===== src/vga_snake_cfg.svh =====
// --------------------
// VGA timing counts, tile map geometry
// and bus widths for the snake display
// --------------------
`ifndef VGA_SNAKE_CFG_SVH
`define VGA_SNAKE_CFG_SVH

// horizontal, in 50 MHz clock cycles
`define H_ACTIVE 1280
`define H_FRONT 32
`define H_SYNC 192
`define H_BACK 96
`define H_TOTAL 1600

// vertical, in lines
`define V_ACTIVE 480
`define V_FRONT 10
`define V_SYNC 2
`define V_BACK 33
`define V_TOTAL 525

// map in 16x16 pixel tiles
`define MAP_COLS 40
`define MAP_ROWS 30
`define MAP_WORDS 300

`define BUS_ADDR_W 9
`define BUS_DATA_W 32

// counter state to pixel outputs
`define PIPE_DELAY 2

`endif


===== src/vga_snake_pkg.sv =====
// --------------------
// snake display types: beam counts,
// tile codes, map coordinates, colour
// and the tile palette
// --------------------
package vga_snake_pkg;

  // hcount[10:1] is the pixel column
  typedef logic [10:0] hcount_t;
  typedef logic [9:0] vcount_t;

  typedef logic [7:0] tile_code_t;
  typedef logic [5:0] tile_col_t;
  typedef logic [4:0] tile_row_t;

  localparam tile_code_t TILE_EMPTY = 8'd0;
  localparam tile_code_t TILE_APPLE = 8'd1;
  localparam tile_code_t TILE_HEAD = 8'd2;
  localparam tile_code_t TILE_BODY = 8'd3;

  typedef struct packed {
    logic [7:0] r;
    logic [7:0] g;
    logic [7:0] b;
  } rgb_t;

  // map tile beats wall, wall beats background
  function automatic rgb_t tile_color(tile_code_t code, logic wall);
    case (code)
      TILE_APPLE: return '{r: 8'd248, g: 8'd0, b: 8'd0};
      TILE_HEAD: return '{r: 8'd0, g: 8'd252, b: 8'd0};
      TILE_BODY: return '{r: 8'd0, g: 8'd128, b: 8'd0};
      default: return wall ? '{r: 8'd128, g: 8'd128, b: 8'd128} : '0;
    endcase
  endfunction

endpackage


===== src/video_timing_if.sv =====
// --------------------
// beam position and sync levels from
// the timing generator to the renderer
// --------------------
`timescale 1ns/1ps

interface video_timing_if;

  vga_snake_pkg::hcount_t hcount;
  vga_snake_pkg::vcount_t vcount;
  logic blank_n;
  logic hs;
  logic vs;

  modport source (
    output hcount, vcount, blank_n, hs, vs
  );

  modport sink (
    input hcount, vcount, blank_n, hs, vs
  );

endinterface


===== src/tile_renderer.sv =====
// --------------------
// two-stage pixel pipeline
// tile lookup, wall border, colour out
// --------------------
`timescale 1ns/1ps
`include "vga_snake_cfg.svh"

module tile_renderer (
  input logic clk,
  input logic reset,
  video_timing_if.sink vt,
  output vga_snake_pkg::tile_col_t rd_col,
  output vga_snake_pkg::tile_row_t rd_row,
  input vga_snake_pkg::tile_code_t rd_tile,
  output logic [7:0] vga_r,
  output logic [7:0] vga_g,
  output logic [7:0] vga_b,
  output logic vga_hs,
  output logic vga_vs,
  output logic vga_blank_n,
  output logic vga_clk
);

  // wall blocks are 32x32 pixels, two tiles on a side
  localparam logic [4:0] RIGHT_BLK = 5'(`MAP_COLS / 2 - 1);
  localparam logic [4:0] BOTTOM_BLK = 5'(`MAP_ROWS / 2 - 1);

  logic [4:0] hblk;
  logic [4:0] vblk;
  logic wall;

  logic wall_q;
  logic hs_q;
  logic vs_q;
  logic blank_q;
  logic clk_q;

  vga_snake_pkg::rgb_t pix;

  // --------------------
  // stage one
  assign rd_col = vt.hcount[10:5];
  assign rd_row = vt.vcount[8:4];

  assign hblk = vt.hcount[10:6];
  assign vblk = vt.vcount[9:5];

  // top row is block row 1, side columns start below it
  always_comb begin
    wall = 1'b0;
    if (vblk == 5'd1 || vblk == BOTTOM_BLK) begin
      wall = 1'b1;
    end else if (vblk > 5'd1 && (hblk == 5'd0 || hblk == RIGHT_BLK)) begin
      wall = 1'b1;
    end
  end

  always_ff @(posedge clk or posedge reset) begin
    if (reset) begin
      wall_q <= 1'b0;
      hs_q <= 1'b1;
      vs_q <= 1'b1;
      blank_q <= 1'b1;
      clk_q <= 1'b0;
    end else begin
      wall_q <= wall;
      hs_q <= vt.hs;
      vs_q <= vt.vs;
      blank_q <= vt.blank_n;
      clk_q <= vt.hcount[0];
    end
  end

  // --------------------
  // stage two
  assign pix = blank_q ? vga_snake_pkg::tile_color(rd_tile, wall_q) : '0;

  always_ff @(posedge clk or posedge reset) begin
    if (reset) begin
      vga_r <= '0;
      vga_g <= '0;
      vga_b <= '0;
      vga_hs <= 1'b1;
      vga_vs <= 1'b1;
      vga_blank_n <= 1'b1;
      vga_clk <= 1'b0;
    end else begin
      vga_r <= pix.r;
      vga_g <= pix.g;
      vga_b <= pix.b;
      vga_hs <= hs_q;
      vga_vs <= vs_q;
      vga_blank_n <= blank_q;
      vga_clk <= clk_q;
    end
  end

  a_blank_black: assert property (@(posedge clk) disable iff (reset)
    !vga_blank_n |-> {vga_r, vga_g, vga_b} == 24'd0);

endmodule


===== src/flat_wrapper.sv =====
// flat-port wrapper written by rule: the top's interface ports become plain ports
module tile_renderer_flat 
  (clk, reset, rd_col, rd_row, rd_tile, vga_r, vga_g, vga_b, vga_hs, vga_vs, vga_blank_n, vga_clk, vt_hcount, vt_vcount, vt_blank_n, vt_hs, vt_vs);
  video_timing_if vt_i ();
  input logic clk;
  input logic reset;
  output vga_snake_pkg::tile_col_t rd_col;
  output vga_snake_pkg::tile_row_t rd_row;
  input vga_snake_pkg::tile_code_t rd_tile;
  output logic [7:0] vga_r;
  output logic [7:0] vga_g;
  output logic [7:0] vga_b;
  output logic vga_hs;
  output logic vga_vs;
  output logic vga_blank_n;
  output logic vga_clk;
  input wire logic [$bits(vt_i.hcount)-1:0] vt_hcount;
  input wire logic [$bits(vt_i.vcount)-1:0] vt_vcount;
  input wire logic [$bits(vt_i.blank_n)-1:0] vt_blank_n;
  input wire logic [$bits(vt_i.hs)-1:0] vt_hs;
  input wire logic [$bits(vt_i.vs)-1:0] vt_vs;
  assign vt_i.hcount = vt_hcount;
  assign vt_i.vcount = vt_vcount;
  assign vt_i.blank_n = vt_blank_n;
  assign vt_i.hs = vt_hs;
  assign vt_i.vs = vt_vs;
  tile_renderer u_core (.clk(clk), .reset(reset), .vt(vt_i), .rd_col(rd_col), .rd_row(rd_row), .rd_tile(rd_tile), .vga_r(vga_r), .vga_g(vga_g), .vga_b(vga_b), .vga_hs(vga_hs), .vga_vs(vga_vs), .vga_blank_n(vga_blank_n), .vga_clk(vga_clk));
endmodule

===== config.mk =====
export PLATFORM = sky130hd
export DESIGN_NAME = tile_renderer_flat
export DESIGN_NICKNAME = d
export VERILOG_FILES = /design/src/vga_snake_pkg.sv /design/src/video_timing_if.sv /design/src/tile_renderer.sv /design/src/flat_wrapper.sv
export VERILOG_INCLUDE_DIRS = /design/src
export SDC_FILE = /design/constraint.sdc
export NUM_CORES = 1
export LEC_CHECK = 0
export BUFFER_PORTS_ARGS = -buffer_cell sky130_fd_sc_hd__buf_2
export CORE_UTILIZATION = 38
export CTS_CLUSTER_DIAMETER = 200
export DETAILED_ROUTE_END_ITERATION = 16
export PLACE_DENSITY_LB_ADDON = 0.12
export SYNTH_ARGS = -nofsm -noshare
export SYNTH_HDL_FRONTEND = slang
export SYNTH_SLANG_ARGS = --single-unit

===== constraint.sdc =====
create_clock -name clk -period 2.2 [get_ports clk]
set_input_delay 0.44 -clock clk [delete_from_list [all_inputs] [get_ports clk]]
set_output_delay 0.44 -clock clk [all_outputs]
set_load 0.03 [all_outputs]

## After elaboration in Yosys (flattened, before gate mapping)

Cells that the tools add are included.

| word-level totals | value |
|---|---|
| bits in registers | 33 |
| bits of input ports | 34 |
| output and inout bits | 39 |
| word-level logic and storage cells | 28 |

| operators by class | value |
|---|---|
| order comparisons | 1 |
| equality and inequality tests | 6 |
| multiplexer cells | 5 |
| reductions and logical operators | 4 |

Operators with widths:

| cell | number |
|---|---|
| $pmux 24 s3 | 1 |
| $mux 24 | 2 |
| $eq 8x2->1 const B | 2 |
| $eq 8x1->1 const B | 1 |
| $eq 5x1->1 const B | 1 |
| $eq 5x4->1 const B | 1 |
| $eq 5x5->1 const B | 1 |
| $gt 5x1->1 const B | 1 |
| $logic_not 5->1 | 1 |
| $logic_or 1x1->1 | 2 |
| $mux 1 | 2 |
| $logic_and 1x1->1 | 1 |

## Depth between registers and ports, before layout

Gate-level depths: netlist (run 1).

| depth | value |
|---|---|
| depth in word-level cells | 5 |
| mapped depth | 3 |
| mapped depth without buffers | 3 |

## Worst setup path after synthesis (run 1)

Ideal clock, no wire load.

| path | value |
|---|---|
| path type | input port to flip-flop |
| start point | in rd_tile[7] |
| end point | reg u_core.vga_r[6] |
| setup time | 0.068 ns |
| arrival | 1.232 ns |
| data required time | 2.132 ns |
| slack | 0.900 ns |
| cell stages on the path | 3 |
| buffers on the path | 0 |
| cell sequence | nor4_2 -> nor3b_4 -> and4b_1 |

| between the ends | value |
|---|---|
| cells in the longest elaborated chain, start to end | 3 |
| elaborated cells on any way between the ends | 5 |
| classes of those cells | eq/ne: 3; mux: 2 |

RTL lines:

| element | line | RTL |
|---|---|---|
| start: declaration | flat_wrapper.sv:9 | `input vga_snake_pkg::tile_code_t rd_tile;` |
| $eq 8x2->1 or $eq 8x1->1 (tied branches) | vga_snake_pkg.sv:29 | `case (code)` |
| $pmux 24 s3 * | vga_snake_pkg.sv:29 |  |
| $mux 24 * | tile_renderer.sv:76 | `assign pix = blank_q ? vga_snake_pkg::tile_color(rd_tile, wall_q) : '0;` |
| end signal: assignment | tile_renderer.sv:88 | `vga_r <= pix.r;` |
| end: declaration | tile_renderer.sv:15 | `output logic [7:0] vga_r,` |

Every way passes the cells marked *; elsewhere a longest branch is shown, timed or not.

## Worst setup path after layout (run 1)

| path | value |
|---|---|
| start point | reg u_core.vga_vs |
| end point | out vga_vs |

RTL lines:

| element | line | RTL |
|---|---|---|
| start: declaration | tile_renderer.sv:19 | `output logic vga_vs,` |
| start signal: assignment | tile_renderer.sv:92 | `vga_vs <= vs_q;` |
| end: declaration | flat_wrapper.sv:14 | `output logic vga_vs;` |

No word-level cell between the ends.

==> impl_metrics.toml, run 1 <==
[outcome]
outcome = "finished clean"

[grt]
grt_pass1_wl_mm = 1.55
globalRouteTotalUtil_pct = 10.8
grt_start_max_net_pins = 15
grt_overflow_total = 0
grt_pass1_vias = 406
grt_antenna_before_repair = 0

[floorplanning]
fp.coreArea_um2 = 1780
boundaryPins = 73
die_w_um = 46.3
start_util_pct = 41.9
die_h_um = 46.3
die_area_um2 = 2150
rows = 15

[route]
num_vias = 542
routedWlPerCell_um = 8.31
viasPerCell = 4.30
routed_wl_mm = 1.05
drc = 0
drt-initial-drc-count = 6
drtAntennaViolNets = 0
detail_route.first_pass.iterations = 4

[setup_path]
startpoint = "u_core.vga_vs"
critPathSlowestCell = "dfstp_2"
crit_end = "vga_vs"
crit_chain = "buf_2"
crit_path_end_kind = "primary output"
reg2reg_to = "u_core.vga_g[7]"
path_buf_inv = 1
rrSetupSlack_ns = 1.27
max_stage_delay_ns = 0.52
crit_cells = 1
cp_max_fo = 1
crit_arrival_ns = 0.96
r2r_cells = 3
setup.worst_path.class = "reg -> out"
r2r_start = "u_core.blank_q"
critical_path.top_delay_family = "flip-flops"
crit_path_start_kind = "flop"
crit_required_ns = 1.76

[clocking]
clockBufferDepth = 2
clock_latency_ns = 0.27
ctsHoldBuffers = 0
clk_pin_slew_ns = 0.08
cts-resized-gates = 0
clock_tree.root_cell = "clkbuf_4"
post_cts_buffers = 0
cts_tree = "built"
cts_buffers = 3
clock-sinks = 14
h-tree-depth = 1

[synth]
synth.top_cells.by_area = "buf_4 30%, dfrtp_1 27%, dfstp_2 21%"
yosysTopAreaCell = "buf_4"
syn_avg_cell_area_um2 = 11.0
syn_inst = 68
netlist_area_um2 = 747
synth_top_area_share_pct = 30.2
netlist-cell-type-count = 20
yosys_register_bits = 14
ys_warn_count = 0
yosysSeqAreaShare_pct = 47.9

[timing]
skew_ns = 0.00461
min_period_over_period_pct = 63.8
setup_viol = 0
finalHoldViolations = 0
setup_tns_ns = 0
min_period_ns = 1.40
rsz0062_at_grt = "false"
slew_viol_final = 0
max_freq_mhz = 712

[pwr]
p_per_area_nw_per_um2 = 646
peakVddDrop_mv = 0.298
p_leak_uw = 0.000501

[layout]
multi_input_area_um2 = 198
area_growth_pct = 16.6
drive_above_1_share_pct = 61.4
seq_area_um2 = 358
n_antenna_cell = 0
final_cell_mix = "48 x buf_2, 12 x conb_1, 8 x dfrtp_1, 6 x dfstp_2, 4 x a21oi_1"
num-fill-cells = 176
final_nets = 136
final_common_cell = "buf_2"
instances_no_fill = 126

[placement]
portBuffers = 48
dp.cells = 122
place.gp.congestion = 0.691

[min_path]
hp-class = "in -> async"

[flow_run]
maxCapViolations = 0
==> worst min-delay path by stage <==
stage	startpoint	endpoint	slack [ns]	cells after the start
finish	reset	u_core.vga_r[6]	0.18	2
global placement	u_core.clk_q	u_core.vga_clk	0.34	0
detailed placement	u_core.clk_q	u_core.vga_clk	0.34	0
CTS	reset	u_core.vga_r[6]	0.19	2
floorplan	reset	u_core.clk_q	0.32	1
global route	reset	u_core.vga_r[6]	0.22	2
==> per-layer routing <==
layer  global-route usage [%]  vias to the layer above  routed length (um)
met3                     2.35                        4                  89
met4                     11.2                        0                  25
met2                     18.1                       41                 565
met1                     10.3                      240                 367
li1                         -                      257                   -
met5                        0                        -                   0
==> logic make-up (layout without fill, tap and decap cells) <==
kind of cell | Yosys count | in the layout | share of synthesized area [%]
AND/OR/NAND/NOR | 13 | 13 | 14.1
flip-flops | 14 | 14 | 47.9
buffers and inverters | 32 | 54 | 31.2
other | 1 | 12 | 0.502
AO/OA/AOI/OAI | 8 | 8 | 6.37
==> state kept, by name, indices dropped and copies added, names as in the netlist <==
signal	cells
u_core.vga_g	2
u_core.vga_hs	1
u_core.vga_vs	1
u_core.vs_q	1
u_core.vga_blank_n	1
u_core.clk_q	1
u_core.hs_q	1
u_core.blank_q	1
u_core.wall_q	1
u_core.vga_r	2
u_core.vga_b	1
u_core.vga_clk	1
==> synth_stat cells <==
| cell | count |
|---|---|
| dfstp_2 | 6 |
| nor3b_1 | 1 |
| inv_1 | 2 |
| a31o_2 | 1 |
| a21oi_1 | 4 |
| dfrtp_1 | 8 |
| nor4_1 | 1 |
| nor3_1 | 2 |
| a211oi_1 | 1 |
| o21ai_0 | 1 |
| and4b_1 | 3 |
| and3_1 | 1 |
| conb_1 | 1 |
| nor3b_4 | 1 |
| buf_4 | 30 |
| nor4_2 | 1 |
| nor2_1 | 1 |
| nand2_1 | 1 |
| or2_2 | 1 |
| o22ai_1 | 1 |
==> cell type report <==
class | instances | share of cell area (%)
Tap cell | 25 | 3.59
Sequential cell | 14 | 41.1
Timing Repair Buffer | 48 | 27.6
Clock buffer | 4 | 4.17
Multi-Input combinational cell | 33 | 22.7
Inverter | 2 | 0.862
==> metrics by stage <==
step           power (uW)  setup WS (ns)  hold slack [ns]  area [um2]  util, %
2_1_floorplan         388          0.900            0.325         788        -
3_3_place_gp          393          0.694            0.337         835     46.8
3_5_place_dp          395          0.685            0.340         835     46.8
4_1_cts               571          0.781            0.189         871     48.8
5_1_grt               595          0.764            0.223         871     48.8
6_report              563          0.796            0.181         871     48.8
==> report_power, final <==
part	leakage, uW	internal (uW)	total (uW)	switching (uW)
logic	0.000311	31.2	114	82.8
clock network	0.0000210	100	173	72.9
registers	0.000169	272	276	3.57
(Power assumes the default switching activity.)
==> inputs of run 2 (changes only) <==
- CORE_UTILIZATION: 38 -> 32
- clock period: 2.2 -> 1.21 ns (I/O delays scaled with it)
==> run 2 against run 1 <==
Compared with the run above: sequential share of layout area decreased by 1.0 points; first-iteration DRC count up 33%; cell count increased by 4.0%; worst setup slack lost 0.75 ns; clock power up 50%.
==> impl_metrics.toml, run 2 (same netlist as run 1, synthesis figures left out) <==
[timing]
max_freq_mhz = 857
min_period_over_period_pct = 96.4
finalHoldViolations = 0
rsz0062_at_grt = "false"
slew_viol_final = 0
setup_tns_ns = 0
skew_ns = 0.00418
min_period_ns = 1.17
setup_viol = 0

[floorplanning]
die_area_um2 = 2530
start_util_pct = 33.8
fp.coreArea_um2 = 2210
die_w_um = 50.3
die_h_um = 50.3
boundaryPins = 73
rows = 17

[layout]
multi_input_area_um2 = 198
num-fill-cells = 239
final_area_um2 = 893
final_common_cell = "buf_2"
final_util_pct = 40.4
final_nets = 138
drive_above_1_share_pct = 60.2
n_antenna_cell = 0
area_growth_pct = 19.6
final_cell_mix = "45 x buf_2, 12 x conb_1, 8 x dfrtp_1, 6 x dfstp_2, 4 x a21oi_1"
seq_area_um2 = 358
reg_top3 = "u_core.vga_g: 2 flops, u_core.vga_r: 2 flops"

[clocking]
cts_buffers = 3
clock-sinks = 14
post_cts_buffers = 0
clockBufferDepth = 2
h-tree-depth = 1
clock_latency_ns = 0.27
clock_tree.root_cell = "clkbuf_4"
cts_tree = "built"
clk_pin_slew_ns = 0.07

[grt]
grt_overflow_total = 0
grt_pass1_wl_mm = 1.55
grt_pass1_vias = 406
globalRouteTotalUtil_pct = 8.81
grt_start_max_net_pins = 15
grt_antenna_before_repair = 0

[setup_path]
crit_path_start_kind = "flop"
path_buf_inv = 1
critPathSlowestCell = "dfstp_2"
cp_max_fo = 1
crit_path_end_kind = "primary output"
crit_cells = 1
critical_path.top_delay_family = "flip-flops"
setup.worst_path.class = "reg -> out"
crit_arrival_ns = 0.92
r2r_cells = 3
max_stage_delay_ns = 0.52
crit_chain = "buf_4"
crit_required_ns = 0.97

[flow_run]
maxCapViolations = 0

[route]
detail_route.first_pass.iterations = 3
num_vias = 534
drt-initial-drc-count = 8
viasPerCell = 4.08
routed_wl_mm = 1.09
routedWlPerCell_um = 8.30
drc = 0
drtAntennaViolNets = 0

[placement]
portBuffers = 48
place.gp.congestion = 0.674
place_area_um2 = 846
place_hpwl_um = 907

[min_path]
worstHoldPathCells = 1
hp-class = "in -> reg"

[pwr]
p_leak_uw = 0.000508
power_uw = 976
p_per_area_nw_per_um2 = 1090
peakVddDrop_mv = 0.535

[outcome]
outcome = "finished clean"
run 2: worst register-to-register path, stage by stage, from the launching register on:
cell	delay, ns
dfstp_2	0.58
nand2_1	0.07
a21oi_1	0.13
a31o_2	0.12
run 2: per-stage QoR:
| step | hold WS (ns) | worst slack [ns] | instances |
|---|---|---|---|
| after floorplan | 0.127 | 0.108 | 79 |
| after global placement | 0.293 | -0.0311 | 126 |
| after detailed placement | 0.296 | -0.0197 | 126 |
| after CTS | 0.0620 | 0.0220 | 131 |
| after global routing | 0.0521 | 0.00891 | 131 |
| final | 0.0726 | 0.0432 | 131 |
run 2: power by group:
part / switching (uW) / internal, uW / total (uW) / leakage (uW)
combinational: 151 / 63.8 / 215 / 0.000324
clock: 132 / 127 / 259 / 0.0000150
sequential: 6.97 / 494 / 501 / 0.000169
total: 290 / 686 / 976 / 0.000508
run 2: what timing repair did:
action	in CTS	in global routing
cloned	0	0
hold buffers	1	0
pin swaps	0	0
hold endpoints to repair	5	0
endpoints found under the setup margin	3	1
resized for setup	3	1
run 2: per-layer routing:
metal | wire length [um] | track usage [%] | up-vias
li1 | - | - | 257
met3 | 128 | 2.73 | 2
met2 | 544 | 14.2 | 41
met4 | 19 | 8.33 | 0
met1 | 395 | 8.88 | 234
met5 | 0 | 0 | -
run 2: worst paths after layout:
kind,startpoint,end,slack [ns]
setup / recovery,u_core.vga_vs,vga_vs,0.04
hold / removal,vt_hs,u_core.hs_q,0.07
setup reg to reg,u_core.blank_q,u_core.vga_g[7],0.26
hold reg to reg,u_core.clk_q,u_core.vga_clk,0.35
max in group asynchronous,reset,u_core.blank_q,0.32
min in group asynchronous,reset,u_core.vga_r[7],0.53
run 2: layout make-up:
type                    instances  area share [%]
flip-flops and latches         14            40.1
repair buffers                 50            30.1
multi-input cells              33            22.1
well taps                      28            3.92
clock buffers                   4            2.94
inverters                       2           0.840
==> inputs of run 3 (changes only) <==
- REMOVE_ABC_BUFFERS: unset -> 1
==> run 3 against run 2 <==
Compared with the run above: clock power is 24% higher; cell count stayed put; combinational power hardly changed; die area stayed put; utilization is 0.62 points higher; fmax is 0.79% lower; hold slack worse by 0.0095 ns; critical path depth stayed put; cell area is 1.5% higher; register-to-register slack hardly changed; first-iteration DRC count is 100% lower; critical path type unchanged; largest power group unchanged.
==> impl_metrics.toml, run 3 (same netlist as run 1, synthesis figures left out) <==
[setup_path]
crit_path_start_kind = "flop"
crit_required_ns = 0.97
crit_arrival_ns = 0.93
critPathSlowestCell = "dfstp_2"
critical_path.top_delay_family = "flip-flops"
cp_max_fo = 1
setup.worst_path.class = "reg -> out"
rrSetupSlack_ns = 0.27
crit_path_end_kind = "primary output"
crit_chain = "buf_4"
max_stage_delay_ns = 0.52
path_buf_inv = 1

[timing]
rsz0062_at_grt = "false"
skew_ns = 0.000271
min_period_over_period_pct = 97.2
min_period_ns = 1.18
setup_viol = 0
finalHoldViolations = 0
max_freq_mhz = 850
whs_ns = 0.0631
worst_slack_ns = 0.0340
setup_tns_ns = 0
slew_viol_final = 0

[layout]
area_growth_pct = 21.4
num-fill-cells = 224
n_antenna_cell = 0
final_area_um2 = 907
final_common_cell = "buf_2"
final_nets = 138
final_cell_mix = "45 x buf_2, 12 x conb_1, 8 x dfrtp_1, 6 x dfstp_2, 4 x a21oi_1"
final_util_pct = 41.0
drive_above_1_share_pct = 61.2
reg_top3 = "u_core.vga_g: 2 flops, u_core.vga_r: 2 flops"

[clocking]
clk_pin_slew_ns = 0.08
clock_tree.root_cell = "clkbuf_4"
cts_tree = "built"
clock_latency_ns = 0.27
cts_buffers = 3
clockBufferDepth = 2
h-tree-depth = 1
clock-sinks = 14

[floorplanning]
start_util_pct = 33.8
rows = 17
die_h_um = 50.3
fp.coreArea_um2 = 2210
boundaryPins = 73
die_w_um = 50.3
die_area_um2 = 2530

[route]
wl_met2_um = 592
dr_wl_met3_um = 158
top_layer_used = "met3"
routed_wl_mm = 1.12
viasPerCell = 4.11
routedWlPerCell_um = 8.52
num_vias = 538
drt-initial-drc-count = 0
detail_route.first_pass.iterations = 1
wl_met1_um = 365
drtAntennaViolNets = 0
drc = 0

[grt]
globalRouteTotalUtil_pct = 9.26
grt_antenna_before_repair = 0
grt_overflow_total = 0
grt_pass1_wl_mm = 1.73
grt_pass1_vias = 454
grt_start_max_net_pins = 15

[flow_run]
maxCapViolations = 0

[placement]
portBuffers = 48
place_area_um2 = 846
place.gp.congestion = 0.779
place_hpwl_um = 898
dp_slack_ns = -0.0244

[outcome]
outcome = "finished clean"

[pwr]
seqPwrFrac_pct = 48.3
p_per_area_nw_per_um2 = 1150
peakVddDrop_mv = 0.392
p_comb_share_pct = 20.7
power_switching_uw = 298
p_leak_uw = 0.000515
intPower_uw = 742
power_frac_clock_pct = 31.0
power.share.switching_pct = 28.7

[min_path]
hp-class = "in -> reg"
## run 3: changes by cell type in the layout (fill, tap and decap cells not counted)
cell	change
buf_4	-1
buf_6	+1
clkbuf_1	-1
clkbuf_8	+1
## run 3: timing repair
action,in CTS,in global routing
endpoints found under the setup margin,3,2
endpoints found under the hold margin,8,0
gates resized for setup,3,2
hold buffers,1,0
setup buffers,0,0
## run 3: path summary, 6_finish.rpt
kind,end,startpoint,depth (start not counted)
max in group asynchronous,u_core.blank_q,reset,3
min,u_core.blank_q,vt_blank_n,1
min in group asynchronous,u_core.vga_clk,reset,3
min reg2reg,u_core.vga_clk,u_core.clk_q,0
max reg2reg,u_core.vga_g[7],u_core.blank_q,3
max,vga_blank_n,u_core.vga_blank_n,1
## run 3: layer usage
layer	vias up	track usage, %
li1	254	-
met1	240	8.71
met2	44	15.3
met3	0	4.24
met4	0	7.41
met5	-	0
## run 3: stage by stage
step,power [uW],instances
after floorplan,606,49
after global placement,718,126
after detailed placement,719,126
after CTS,1060,131
after global routing,1100,131
final,1040,131
## run 3: power by group through the flow
stage               clock network [uW]  logic, uW  registers (uW)
CTS                                341        215             502
global route                       360        231             504
finish                             322        216             502
global placement                     0        208             510
detailed placement                   0        209             510
floorplan                            0       73.3             533
## run 3: layout make-up
type	count	area (um2)	area share, %
clock buffer	4	36.3	4.00
tap	28	35.0	3.86
timing repair buffer	50	273	30.1
multi-input combinational	33	198	21.8
inverter	2	7.51	0.828
sequential	14	358	39.4
