### src/vga_snake_cfg.svh
// --------------------
// VGA timing counts, tile map geometry
// and bus widths for the snake display
// --------------------
`ifndef VGA_SNAKE_CFG_SVH
`define VGA_SNAKE_CFG_SVH

// horizontal, in 50 MHz clock cycles
`define H_ACTIVE 1280
`define H_FRONT 32
`define H_SYNC 192
`define H_BACK 96
`define H_TOTAL 1600

// vertical, in lines
`define V_ACTIVE 480
`define V_FRONT 10
`define V_SYNC 2
`define V_BACK 33
`define V_TOTAL 525

// map in 16x16 pixel tiles
`define MAP_COLS 40
`define MAP_ROWS 30
`define MAP_WORDS 300

`define BUS_ADDR_W 9
`define BUS_DATA_W 32

// counter state to pixel outputs
`define PIPE_DELAY 2

`endif

### src/vga_snake_pkg.sv
// --------------------
// snake display types: beam counts,
// tile codes, map coordinates, colour
// and the tile palette
// --------------------
package vga_snake_pkg;

  // hcount[10:1] is the pixel column
  typedef logic [10:0] hcount_t;
  typedef logic [9:0] vcount_t;

  typedef logic [7:0] tile_code_t;
  typedef logic [5:0] tile_col_t;
  typedef logic [4:0] tile_row_t;

  localparam tile_code_t TILE_EMPTY = 8'd0;
  localparam tile_code_t TILE_APPLE = 8'd1;
  localparam tile_code_t TILE_HEAD = 8'd2;
  localparam tile_code_t TILE_BODY = 8'd3;

  typedef struct packed {
    logic [7:0] r;
    logic [7:0] g;
    logic [7:0] b;
  } rgb_t;

  // map tile beats wall, wall beats background
  function automatic rgb_t tile_color(tile_code_t code, logic wall);
    case (code)
      TILE_APPLE: return '{r: 8'd248, g: 8'd0, b: 8'd0};
      TILE_HEAD: return '{r: 8'd0, g: 8'd252, b: 8'd0};
      TILE_BODY: return '{r: 8'd0, g: 8'd128, b: 8'd0};
      default: return wall ? '{r: 8'd128, g: 8'd128, b: 8'd128} : '0;
    endcase
  endfunction

endpackage

### src/video_timing_if.sv
// --------------------
// beam position and sync levels from
// the timing generator to the renderer
// --------------------
`timescale 1ns/1ps

interface video_timing_if;

  vga_snake_pkg::hcount_t hcount;
  vga_snake_pkg::vcount_t vcount;
  logic blank_n;
  logic hs;
  logic vs;

  modport source (
    output hcount, vcount, blank_n, hs, vs
  );

  modport sink (
    input hcount, vcount, blank_n, hs, vs
  );

endinterface

### src/vga_timing.sv
// --------------------
// 640x480 VGA timing at 50 MHz
// beam counters, sync and blank decode
// --------------------
`timescale 1ns/1ps
`include "vga_snake_cfg.svh"

module vga_timing (
  input logic clk,
  input logic reset,
  video_timing_if.source vt
);

  localparam int HS_START = `H_ACTIVE + `H_FRONT;
  localparam int HS_END = HS_START + `H_SYNC;
  localparam int VS_START = `V_ACTIVE + `V_FRONT;
  localparam int VS_END = VS_START + `V_SYNC;

  vga_snake_pkg::hcount_t hcount;
  vga_snake_pkg::vcount_t vcount;
  logic end_of_line;
  logic end_of_frame;

  assign end_of_line = (hcount == vga_snake_pkg::hcount_t'(`H_TOTAL - 1));
  assign end_of_frame = (vcount == vga_snake_pkg::vcount_t'(`V_TOTAL - 1));

  // --------------------
  // counters
  always_ff @(posedge clk or posedge reset) begin
    if (reset) begin
      hcount <= '0;
    end else if (end_of_line) begin
      hcount <= '0;
    end else begin
      hcount <= hcount + 11'd1;
    end
  end

  always_ff @(posedge clk or posedge reset) begin
    if (reset) begin
      vcount <= '0;
    end else if (end_of_line) begin
      if (end_of_frame) begin
        vcount <= '0;
      end else begin
        vcount <= vcount + 10'd1;
      end
    end
  end

  // --------------------
  // decode, from registered counts
  assign vt.hcount = hcount;
  assign vt.vcount = vcount;
  assign vt.hs = !(hcount >= HS_START && hcount < HS_END);
  assign vt.vs = !(vcount >= VS_START && vcount < VS_END);
  assign vt.blank_n = (hcount < `H_ACTIVE) && (vcount < `V_ACTIVE);

  a_count_range: assert property (@(posedge clk) disable iff (reset)
    hcount < `H_TOTAL && vcount < `V_TOTAL);

endmodule

### src/flat_wrapper.sv
// flat-port wrapper written by rule: the top's interface ports become plain ports
module vga_timing_flat 
  (clk, reset, vt_hcount, vt_vcount, vt_blank_n, vt_hs, vt_vs);
  video_timing_if vt_i ();
  input logic clk;
  input logic reset;
  output wire logic [$bits(vt_i.hcount)-1:0] vt_hcount;
  output wire logic [$bits(vt_i.vcount)-1:0] vt_vcount;
  output wire logic [$bits(vt_i.blank_n)-1:0] vt_blank_n;
  output wire logic [$bits(vt_i.hs)-1:0] vt_hs;
  output wire logic [$bits(vt_i.vs)-1:0] vt_vs;
  assign vt_hcount = vt_i.hcount;
  assign vt_vcount = vt_i.vcount;
  assign vt_blank_n = vt_i.blank_n;
  assign vt_hs = vt_i.hs;
  assign vt_vs = vt_i.vs;
  vga_timing u_core (.clk(clk), .reset(reset), .vt(vt_i));
endmodule
### config.mk
export PLATFORM = sky130hd
export DESIGN_NAME = vga_timing_flat
export DESIGN_NICKNAME = d
export VERILOG_FILES = /design/src/vga_snake_pkg.sv /design/src/video_timing_if.sv /design/src/vga_timing.sv /design/src/flat_wrapper.sv
export VERILOG_INCLUDE_DIRS = /design/src
export SDC_FILE = /design/constraint.sdc
export NUM_CORES = 1
export LEC_CHECK = 0
export BUFFER_PORTS_ARGS = -buffer_cell sky130_fd_sc_hd__buf_2
export CORE_AREA = 2 2 57 59
export CTS_CLUSTER_DIAMETER = 80
export DETAILED_ROUTE_END_ITERATION = 12
export DIE_AREA = 0 0 59 61
export PLACE_DENSITY = 0.57
export REMOVE_ABC_BUFFERS = 1
export SYNTH_ARGS = -nofsm -noshare
export SYNTH_HDL_FRONTEND = slang
export SYNTH_SLANG_ARGS = --single-unit
### constraint.sdc
create_clock -name clk -period 2.3 [get_ports clk]
set_input_delay 0.46 -clock clk [delete_from_list [all_inputs] [get_ports clk]]
set_output_delay 0.46 -clock clk [all_outputs]
set_load 0.01 [all_outputs]
After elaboration in Yosys (flattened, before gate mapping)

Cells that the tools add are included.

$add $sub $neg: 2
Magnitude comparators: 6
Equality and inequality tests: 2
Muxes and demuxes: 2
Reduce and logical (&&, ||, !) cells: 5

Operators with widths:

| cell                  | number |
|---|---|
| $lt 11x11->1 const B  | 2 |
| $lt 10x9->1 const B   | 2 |
| $add 11x1->11 const B | 1 |
| $eq 11x11->1 const B  | 1 |
| $ge 11x11->1 const B  | 1 |
| $mux 11               | 1 |
| $add 10x1->10 const B | 1 |
| $eq 10x10->1 const B  | 1 |
| $ge 10x9->1 const B   | 1 |
| $mux 10               | 1 |
| $logic_and 1x1->1     | 3 |
| $logic_not 1->1       | 2 |

Register bits: 21
Input bits: 2
Output and inout bits: 24
Word-level logic and storage cells: 19

Depth between registers and ports, before layout

Gate-level depths: netlist of the first run.

Depth in word-level cells: 3
Depth in mapped cells: 6
Mapped depth without buffers: 6

Worst setup path before layout of the first run

OpenSTA, ideal clock, no wires.

Path type: register to register
Start: register u_core.hcount[0], in the netlist u_core.vt.hcount[0]
End: register u_core.vcount[9], in the netlist u_core.vt.vcount[9]
Library setup time: 0.069 ns
Data arrival time: 1.995 ns
Required time: 2.231 ns
Slack: 0.236 ns
Stages on the path, launching flop included: 7
Path buffers: 1
Period minus slack after synthesis: 2.064 ns
Cell sequence: dfrtp_1 > ha_1 > nand2_1 > or4_1 > buf_2 > or4_1 > nand3_1

Longest elaborated chain between the ends: 1

RTL lines:

| what                     | RTL line         | text |
|---|---|---|
| start: declaration       | vga_timing.sv:19 | `vga_snake_pkg::hcount_t hcount;` |
| start signal: assignment | vga_timing.sv:35 | `hcount <= hcount + 11'd1;` |
| $eq 11x11->1             | vga_timing.sv:24 | `` assign end_of_line = (hcount == vga_snake_pkg::hcount_t'(`H_TOTAL - 1)); `` |
| end signal: assignment   | vga_timing.sv:46 | `vcount <= vcount + 10'd1;` |
| end: declaration         | vga_timing.sv:20 | `vga_snake_pkg::vcount_t vcount;` |

No other way between the ends.
A chain may end at the register's enable or synchronous reset.

Worst setup path after layout of the first run

Start: register u_core.hcount[7], in the netlist u_core.vt.hcount[7]
End: output port vt_hs

Longest elaborated chain between the ends: 3
Elaborated cells on any way between the ends: 4
Those cells by class: order compare: 2; reduce/logical: 2

RTL lines:

| what                                         | RTL line           | text |
|---|---|---|
| $ge 11x11->1 or $lt 11x11->1 (tied branches) | vga_timing.sv:55   | `assign vt.hs = !(hcount >= HS_START && hcount < HS_END);` |
| $logic_and 1x1->1 *                          | vga_timing.sv:55   |  |
| $logic_not 1->1 *                            | vga_timing.sv:55   |  |
| end: declaration                             | flat_wrapper.sv:10 | `output wire logic [$bits(vt_i.hs)-1:0] vt_hs;` |

Mark *: on every way between the ends. The rest lies on a longest branch, timed or not.

==> run summary, run 1 <==
Avg WL per Cell: 14.2 um
Final Skew: 8.08 ps
ANT nets after route: 0
Worst Max-Slew Pin Slew: 802 ps
Worst path bufs/invs: 2
FF-to-FF End: u_core.vt.vcount[7]$_DFFE_PP0N_
Post-CTS Setup Inserts: 0
Avg Cell Area, Syn: 9.95 um2
CTS Sinks: 21
FMAX: 470 MHz
DR vias: 952
Vias in the first global route: 876
Num CTS Buffers: 3
Residual DRC: 0
Chip Width: 59 um
Final min period: 2130 ps
Slew Limit Fails: 0
Synth Register Bits: 21
Crit path required time: 1840 ps
1st-iter DRT viols: 38
Die ar.: 3600 um2
Rel. slew slack: 46.5%
Die Y-Extent: 61 um
CP startpoint kind: flip-flop
Crit path launch: u_core.vt.hcount[7]$_DFF_PP0_
Number of flops mapped to enable cells by yosys: 0
Drt via density: 5.38
GPL Wtd Cong: 0.828
Initial Util: 38.4%
Port bufs: 25
# setup viols final: 0
Ys Warns: 0
CTS HTree Levels: 1
CP endpoint kind: output pin
Diodes inserted: 0
Final hold vios: 0
Num ports: 26
Largest area contributor in the netlist: dfrtp_1
Synth area leaders: dfrtp_1, xor2_1, ha_1
Critical path's top delay family: simple AND/OR/NAND/NOR gates
Root Driver: clkbuf_4
Worst-case reg-to-reg path depth: 6
P per Cell Area: 416 nW/um2
TritonCTS clock tree: done
Max incr delay on CP: 500 ps
WL final: 2520 um
Worst path slowest cell: or4_1
RSZ-0062 raised after global routing: no
Pwr Total: 557 uW
Max Cap Violations: 0
Main synth FF type: dfrtp_1
Worst-path clk slew: 120 ps
HP Class: primary input to async pin
Sequential share of the synthesized area: 46.3%
Area Overhead vs Synth: 18.0%
Mapped Area: 1130 um2
# rows: 20
Fin Hold WS: 285 ps
Initial antenna violation count: 0
Synth top area share: 46.3%
Crit Path Max Fanout: 8
Share of cells above drive strength 1: 28.5%
Status: finished, final reports clean
Grt total ovfl: 0
Post-route insts no fill: 177
Max Root-Sink Buffers: 2
Worst path depth: 4
Setup CP Type: flip-flop to output pin
Nets: 151
TritonRoute pass-1 iters: 4
Cells after synthesis: 114
Largest net degree at the start of global routing: 22
Reg2Reg Setup Slack: 190 ps
Static leakage: 0.000664 uW
# fillers: 298
Critical-path cell list: buf_4 > and3_1 > or4_1 > buf_2
FF-to-FF Start: u_core.vt.hcount[1]$_DFF_PP0_
Clock latency at the later pin of the worst-skew pair: 300 ps
Core Area: 2950 um2
Library cells used by synthesis: 32
Count leader, synth: dfrtp_1
Fin Setup TNS: 0 ps
Fin crit share: 92.6%
First-pass GRT wire length: 4210 um
Worst EP arrival: 1670 ps
Global Route Usage Sum: 15.6%
Async set or reset register ratio after synthesis: 100%
Critical path endpoint: vt_hs
Synth top cells by count: dfrtp_1, nor2_1, nand3_1
Placed cell count: 173
HPWL Detailed: 1840 um
IR drop worst, VDD: 0.179 mV
## how the worst min path moves through the flow
stage	end	cells past startpoint	slack, ps	from
after CTS	u_core.vt.hcount[5]$_DFF_PP0_	2	330	reset
after global placement	u_core.vt.vcount[8]$_DFFE_PP0N_	1	500	u_core.vt.vcount[8]$_DFFE_PP0N_
after global routing	u_core.vt.hcount[2]$_DFF_PP0_	2	360	reset
after floorplan	u_core.vt.hcount[0]$_DFF_PP0_	1	440	reset
after detailed placement	u_core.vt.vcount[8]$_DFFE_PP0N_	1	510	u_core.vt.vcount[8]$_DFFE_PP0N_
final	u_core.vt.hcount[3]$_DFF_PP0_	2	290	reset
## registers in the layout, indices dropped and copies added (netlist names)
register and flops:
u_core.vt.vcount 10, u_core.vt.hcount 11
## cell usage in the layout, fill, tap and decap left out, types with 2 or more instances in the layout
cell type and n:
clkbuf_4 3, buf_2 25, nor2_1 11, nor4_1 2, and3_1 5, dfrtp_1 20
nand4_1 5, nand3_1 10, xnor2_1 3, ha_1 4, inv_1 6, xor2_1 7
or4_1 4, nor3_1 5, nand2_1 8, buf_4 4, o21ai_0 4
## cell families (layout without fill, tap and decap cells)
group	count (synthesis)	after routing	synth area share (%)
simple gates	57	57	28.7
flops	21	21	46.3
compound gates	12	12	8.16
xor+xnor	10	10	7.72
buf+inv	9	39	3.75
fa+ha+maj	4	4	4.41
mux	1	1	0.992
## layout make-up
type / count / area [um2] / area share, %
Sequential cell: 21 / 527 / 39.3
Clock buffer: 4 / 26.3 / 1.96
Multi-Input combinational cell: 84 / 567 / 42.3
Timing Repair Buffer: 29 / 155 / 11.6
Tap cell: 33 / 41.3 / 3.08
Inverter: 6 / 22.5 / 1.68
## through the flow
step	instance area, um2	worst slack (ps)	utilization, %
4_1_cts	1340	149	45.3
5_1_grt	1340	17.8	45.3
3_5_place_dp	1310	189	44.4
2_1_floorplan	1110	229	-
6_report	1340	171	45.3
3_3_place_gp	1310	274	44.4
## where the power goes
part	switching [uW]	total (uW)	internal (uW)
Sequential	0	369	369
Combinational	7.13	7.82	0.682
Clock	113	180	67.5
Total	120	557	437
## per-layer routing
layer | track usage (%) | up-vias | routed length (um)
met4 | 5.84 | 0 | 21
met5 | 0 | - | 0
met3 | 3.62 | 2 | 89
met1 | 22.2 | 456 | 1270
li1 | - | 477 | -
met2 | 23.0 | 17 | 1140
## repair_timing
item / in CTS / in global routing
resized for setup: 0 / 1
hold endpoints to repair: 0 / 0
hold buffers: 0 / 0
endpoints found under the setup margin: 0 / 1
Note: power is estimated with default switching activity, not from simulation.
==> inputs of run 2 (changes only) <==
--- a/config.mk
+++ b/config.mk
@@ -13,6 +13,7 @@
 export DIE_AREA = 0 0 59 61
 export PLACE_DENSITY = 0.57
 export REMOVE_ABC_BUFFERS = 1
+export SLEW_MARGIN = 5
 export SYNTH_ARGS = -nofsm -noshare
 export SYNTH_HDL_FRONTEND = slang
 export SYNTH_SLANG_ARGS = --single-unit
==> constraint.sdc (replaced) <==
create_clock -name clk -period 2.3 [get_ports clk]
set_input_delay 0.46 -clock clk [delete_from_list [all_inputs] [get_ports clk]]
set_output_delay 0.46 -clock clk [all_outputs]
set_load 0.1 [all_outputs]
==> run 2 against run 1 <==
Critical path depth down 1. Combinational power up 3.7%. Die area unchanged. Final cell count unchanged. Sequential power about the same. First-iteration DRC count up 21%. Worst setup slack worse by 89 ps. Global-route usage up 0.50 points. Via count down 0.42%. Critical endpoint unchanged. Largest power group unchanged.
==> run summary, run 2 (synthesized netlist as in run 1, its figures left out) <==
Drt via density: 5.36
FF-to-FF Start: u_core.vt.hcount[1]$_DFF_PP0_
Reg2Reg Setup Slack: 220 ps
FMAX: 451 MHz
CP endpoint kind: output pin
Initial antenna violation count: 0
Top flop regs: u_core.vt.hcount: 11 flops, u_core.vt.vcount: 10 flops
Largest net degree at the start of global routing: 22
Area Overhead vs Synth: 18.3%
Worst path depth: 3
Post-CTS Setup Inserts: 0
Worst-case reg-to-reg path depth: 5
Worst path slowest cell: dfrtp_1
Avg WL per Cell: 14.2 um
Chip Width: 59 um
CTS HTree Levels: 1
ANT nets after route: 0
Biggest register: u_core.vt.hcount
Initial Util: 38.4%
Diodes inserted: 0
WL final: 2520 um
# rows: 20
RSZ-0062 raised after global routing: no
Critical path's top delay family: simple AND/OR/NAND/NOR gates
P per Cell Area: 416 nW/um2
Num ports: 26
FF-to-FF End: u_core.vt.vcount[9]$_DFFE_PP0N_
Share of cells above drive strength 1: 29.2%
TritonCTS clock tree: done
# setup viols final: 0
Crit path launch: u_core.vt.hcount[5]$_DFF_PP0_
Status: finished, final reports clean
Worst EP arrival: 1760 ps
Grt total ovfl: 0
CTS Sinks: 21
Port bufs: 25
Final core occ: 45.5%
Rel. slew slack: 44.2%
Final setup margin: 82.3 ps
Final hold vios: 0
GPL Wtd Cong: 0.809
# fillers: 303
Area occupied by multi-input gates: 567 um2
Residual DRC: 0
HPWL Detailed: 1850 um
Max Root-Sink Buffers: 2
Core Area: 2950 um2
Fin Hold WS: 295 ps
IR drop worst, VDD: 0.191 mV
Max reg flops: 11
Crit path required time: 1840 ps
First-pass GRT wire length: 4340 um
Fin Setup TNS: 0 ps
Die Y-Extent: 61 um
Slew Limit Fails: 0
Resized cells post-CTS: 0
Critical-path cell list: and3_1 > or4_1 > clkbuf_4
Worst-path clk slew: 120 ps
Vias in the first global route: 920
DR vias: 948
Setup CP Type: flip-flop to output pin
Nets: 151
HP Class: primary input to async pin
Commonest non-fill, non-tap cell in the layout: buf_2
Die ar.: 3600 um2
Global Route Usage Sum: 16.1%
TritonRoute pass-1 iters: 4
Fin crit share: 96.4%
Max incr delay on CP: 490 ps
Final min period: 2220 ps
Max Cap Violations: 0
Final Skew: 7.69 ps
Clock latency at the later pin of the worst-skew pair: 300 ps
Worst Max-Slew Pin Slew: 836 ps
1st-iter DRT viols: 46
Num CTS Buffers: 3
Static leakage: 0.000662 uW
Worst path bufs/invs: 1
Cts hold-fix bufs: 0
Root Driver: clkbuf_4
FF/Latch Area: 528 um2
Critical path endpoint: vt_hs
CP startpoint kind: flip-flop
Most frequent cells in the layout: buf_2, dfrtp_1, nor2_1
Dpl ws: 237 ps
Crit Path Max Fanout: 7
[run 2: final cells by class]
cell class	count	area share, %
Multi-Input combinational cell	84	42.2
Sequential cell	21	39.3
Timing Repair Buffer	29	11.7
Tap cell	33	3.08
Clock buffer	4	1.96
Inverter	6	1.68
[run 2: metal layers]
| layer | vias up | track usage [%] | part of all wire (%) |
|---|---|---|---|
| li1 | 475 | - | - |
| met1 | 454 | 21.3 | 48 |
| met2 | 17 | 26.2 | 47 |
| met3 | 2 | 2.56 | 3.6 |
| met4 | 0 | 6.82 | 0.72 |
| met5 | - | 0 | 0 |
[run 2: per-stage QoR]
step / std cells / total power (uW) / instance area (um2)
after detailed placement: 173 / 385 / 1310
after global routing: 177 / 585 / 1340
after floorplan: 111 / 382 / 1110
final: 177 / 558 / 1340
after CTS: 177 / 567 / 1340
after global placement: 173 / 385 / 1310
[run 2: worst min path at each step]
stage                                                from                               to  slack [ps]  cells after the start
after floorplan                                     reset    u_core.vt.hcount[0]$_DFF_PP0_         440                      1
after global placement    u_core.vt.vcount[8]$_DFFE_PP0N_  u_core.vt.vcount[8]$_DFFE_PP0N_         500                      1
after detailed placement  u_core.vt.vcount[8]$_DFFE_PP0N_  u_core.vt.vcount[8]$_DFFE_PP0N_         510                      1
after CTS                                           reset    u_core.vt.hcount[5]$_DFF_PP0_         320                      2
after global routing                                reset    u_core.vt.hcount[0]$_DFF_PP0_         360                      2
final                                               reset    u_core.vt.hcount[3]$_DFF_PP0_         290                      2
[run 2: worst reg2reg max path: stages, from the launching register on]
cell	delay [ps]
dfrtp_1	440
ha_1	260
nand2_1	140
or4_1	580
or4_1	520
nand3_1	90
[run 2: where the power goes]
group          switching [uW]  internal [uW]  leakage, uW  total [uW]
sequential                  0            369     0.000276         369
combinational            7.43          0.681     0.000371        8.11
clock                     113           67.6    0.0000150         181
==> inputs of run 3 (changes only) <==
--- a/config.mk
+++ b/config.mk
@@ -11,6 +11,7 @@
 export CTS_CLUSTER_DIAMETER = 80
 export DETAILED_ROUTE_END_ITERATION = 12
 export DIE_AREA = 0 0 59 61
+export GPL_TIMING_DRIVEN = 0
 export PLACE_DENSITY = 0.57
 export REMOVE_ABC_BUFFERS = 1
 export SLEW_MARGIN = 5
==> constraint.sdc (replaced) <==
create_clock -name clk -period 2.6 [get_ports clk]
set_input_delay 0.52 -clock clk [delete_from_list [all_inputs] [get_ports clk]]
set_output_delay 0.52 -clock clk [all_outputs]
set_load 0.1 [all_outputs]
==> run 3 against run 2 <==
Register-to-register slack better by 100 ps. Non-clock buffer count is 4 lower. Clock power is 9.9% lower. First-iteration DRC count is 78% lower. Design area is 2.6% lower. Clock skew is 1.4 ps lower. Sequential share of layout area is 0.86 points higher. Global-route usage is 0.99 points lower.
==> run summary, run 3 (synthesized netlist as in run 1, its figures left out) <==
Status: finished, final reports clean
Met2 Use GR: 22.9%
Biggest register: u_core.vt.hcount
Final Instance Area: 1310 um2
CTS HTree Levels: 1
Initial Util: 38.4%
Top flop regs: u_core.vt.hcount: 11 flops, u_core.vt.vcount: 10 flops
GR Util met1: 21.6%
IR drop worst, VDD: 0.154 mV
Worst EP arrival: 1800 ps
Max reg flops: 11
Placed inst area: 1280 um2
Commonest non-fill, non-tap cell in the layout: buf_2
CTS Sinks: 21
Worst Max-Slew Pin Slew: 799 ps
Slew Limit Fails: 0
# setup viols final: 0
Sw frac: 22.0%
Num ports: 26
Residual DRC: 0
Num CTS Buffers: 3
CP endpoint kind: output pin
Worst path depth: 3
Fin Setup TNS: 0 ps
HP Class: primary input to async pin
First-pass GRT wire length: 4100 um
ANT nets after route: 0
Root Driver: clkbuf_4
P per Cell Area: 379 nW/um2
Share of cells above drive strength 1: 25.7%
Nets: 147
Rel. slew slack: 46.3%
Avg WL per Cell: 13.7 um
Pint: 387 uW
Pwr Total: 496 uW
Setup CP Type: flip-flop to output pin
Max Cap Violations: 0
Worst-path clk slew: 120 ps
Final min period: 2320 ps
Critical-path cell list: and3_1 > or4_1 > buf_2
Initial antenna violation count: 0
Grt met3 use: 2.56%
Static leakage: 0.000644 uW
Worst-case reg-to-reg path depth: 5
Final hold vios: 0
Max incr delay on CP: 510 ps
Post-route insts no fill: 173
Placed cell count: 169
FMAX: 431 MHz
Combinational power share: 1.4%
Critical path's top delay family: simple AND/OR/NAND/NOR gates
Worst path bufs/invs: 1
WL final: 2370 um
TritonRoute pass-1 iters: 4
Worst path slowest cell: dfrtp_1
GRT busiest layer: met2
Largest net degree at the start of global routing: 22
Switch Pwr: 109 uW
# rows: 20
Global Route Usage Sum: 15.1%
Sequential cell fraction of total power: 65.8%
Resized cells post-CTS: 0
RSZ-0062 raised after global routing: no
DR vias: 957
Port bufs: 25
Fin Hold WS: 340 ps
Die Y-Extent: 61 um
Core Area: 2950 um2
Grt total ovfl: 0
Clock group share of total power: 32.8%
Die ar.: 3600 um2
GPL Wtd Cong: 0.776
HPWL Detailed: 1690 um
Drt via density: 5.53
TritonCTS clock tree: done
Diodes inserted: 0
Cts hold-fix bufs: 0
Vias in the first global route: 857
# fillers: 314
Crit path required time: 2080 ps
Final Skew: 6.26 ps
Most frequent cells in the layout: buf_2, dfrtp_1, nor2_1
CP startpoint kind: flip-flop
Chip Width: 59 um
1st-iter DRT viols: 10
Fin crit share: 89.2%
Post-CTS Setup Inserts: 0
Max Root-Sink Buffers: 2
Area Overhead vs Synth: 15.2%
Clock latency at the later pin of the worst-skew pair: 300 ps
Crit Path Max Fanout: 10
==> run 3: cell types whose count changed in the layout (fill, tap and decap cells not counted) <==
cell	delta
dfrtp_2	-2
buf_2	+1
clkbuf_4	-1
buf_4	-4
dfrtp_1	+2
==> run 3: stage by stage <==
step / worst slack [ps] / utilization [%]
floorplan: -459 / -
global placement: 393 / 43.4
detailed placement: 356 / 43.4
CTS: 265 / 44.3
global route: 188 / 44.3
finish: 280 / 44.3
==> run 3: power by group through the flow <==
stage | clock (uW) | sequential (uW) | combinational (uW)
after floorplan | 0 | 333 | 4.88
final | 163 | 327 | 6.91
after global placement | 0 | 333 | 7.55
after detailed placement | 0 | 333 | 8.03
after CTS | 168 | 327 | 7.89
after global routing | 187 | 327 | 8.51
==> run 3: worst reg2reg max path, cell delays in order, from the launching register on <==
cell and delay [ps]:
dfrtp_1 490, ha_1 280, nand2_1 140, or4_1 660
or4_1 550, nand3_1 90
==> run 3: cell type report <==
class                   count  area (um2)  share of cell area, %
inverters                   6        22.5                   1.72
well taps                  33        41.3                   3.16
multi-input cells          84         567                   43.3
clock buffers               4        26.3                   2.01
flip-flops and latches     21         526                   40.2
repair buffers             25         125                   9.57
==> run 3: worst paths after layout <==
kind	startpoint	end	slack, ps
worst max-delay path	u_core.vt.hcount[6]$_DFF_PP0_	vt_hs	280
worst min-delay path	reset	u_core.vt.hcount[0]$_DFF_PP0_	340
worst max register to register	u_core.vt.hcount[0]$_DFF_PP0_	u_core.vt.vcount[9]$_DFFE_PP0N_	320
worst min register to register	u_core.vt.vcount[8]$_DFFE_PP0N_	u_core.vt.vcount[8]$_DFFE_PP0N_	510
max in group asynchronous	reset	u_core.vt.hcount[8]$_DFF_PP0_	1760
min in group clk	u_core.vt.vcount[8]$_DFFE_PP0N_	u_core.vt.vcount[8]$_DFFE_PP0N_	510
==> run 3: metal layers <==
metal	share of wire (%)	vias up
met5	0	-
met4	1.4	0
met3	3.4	4
met2	46	19
met1	49	467
li1	-	467
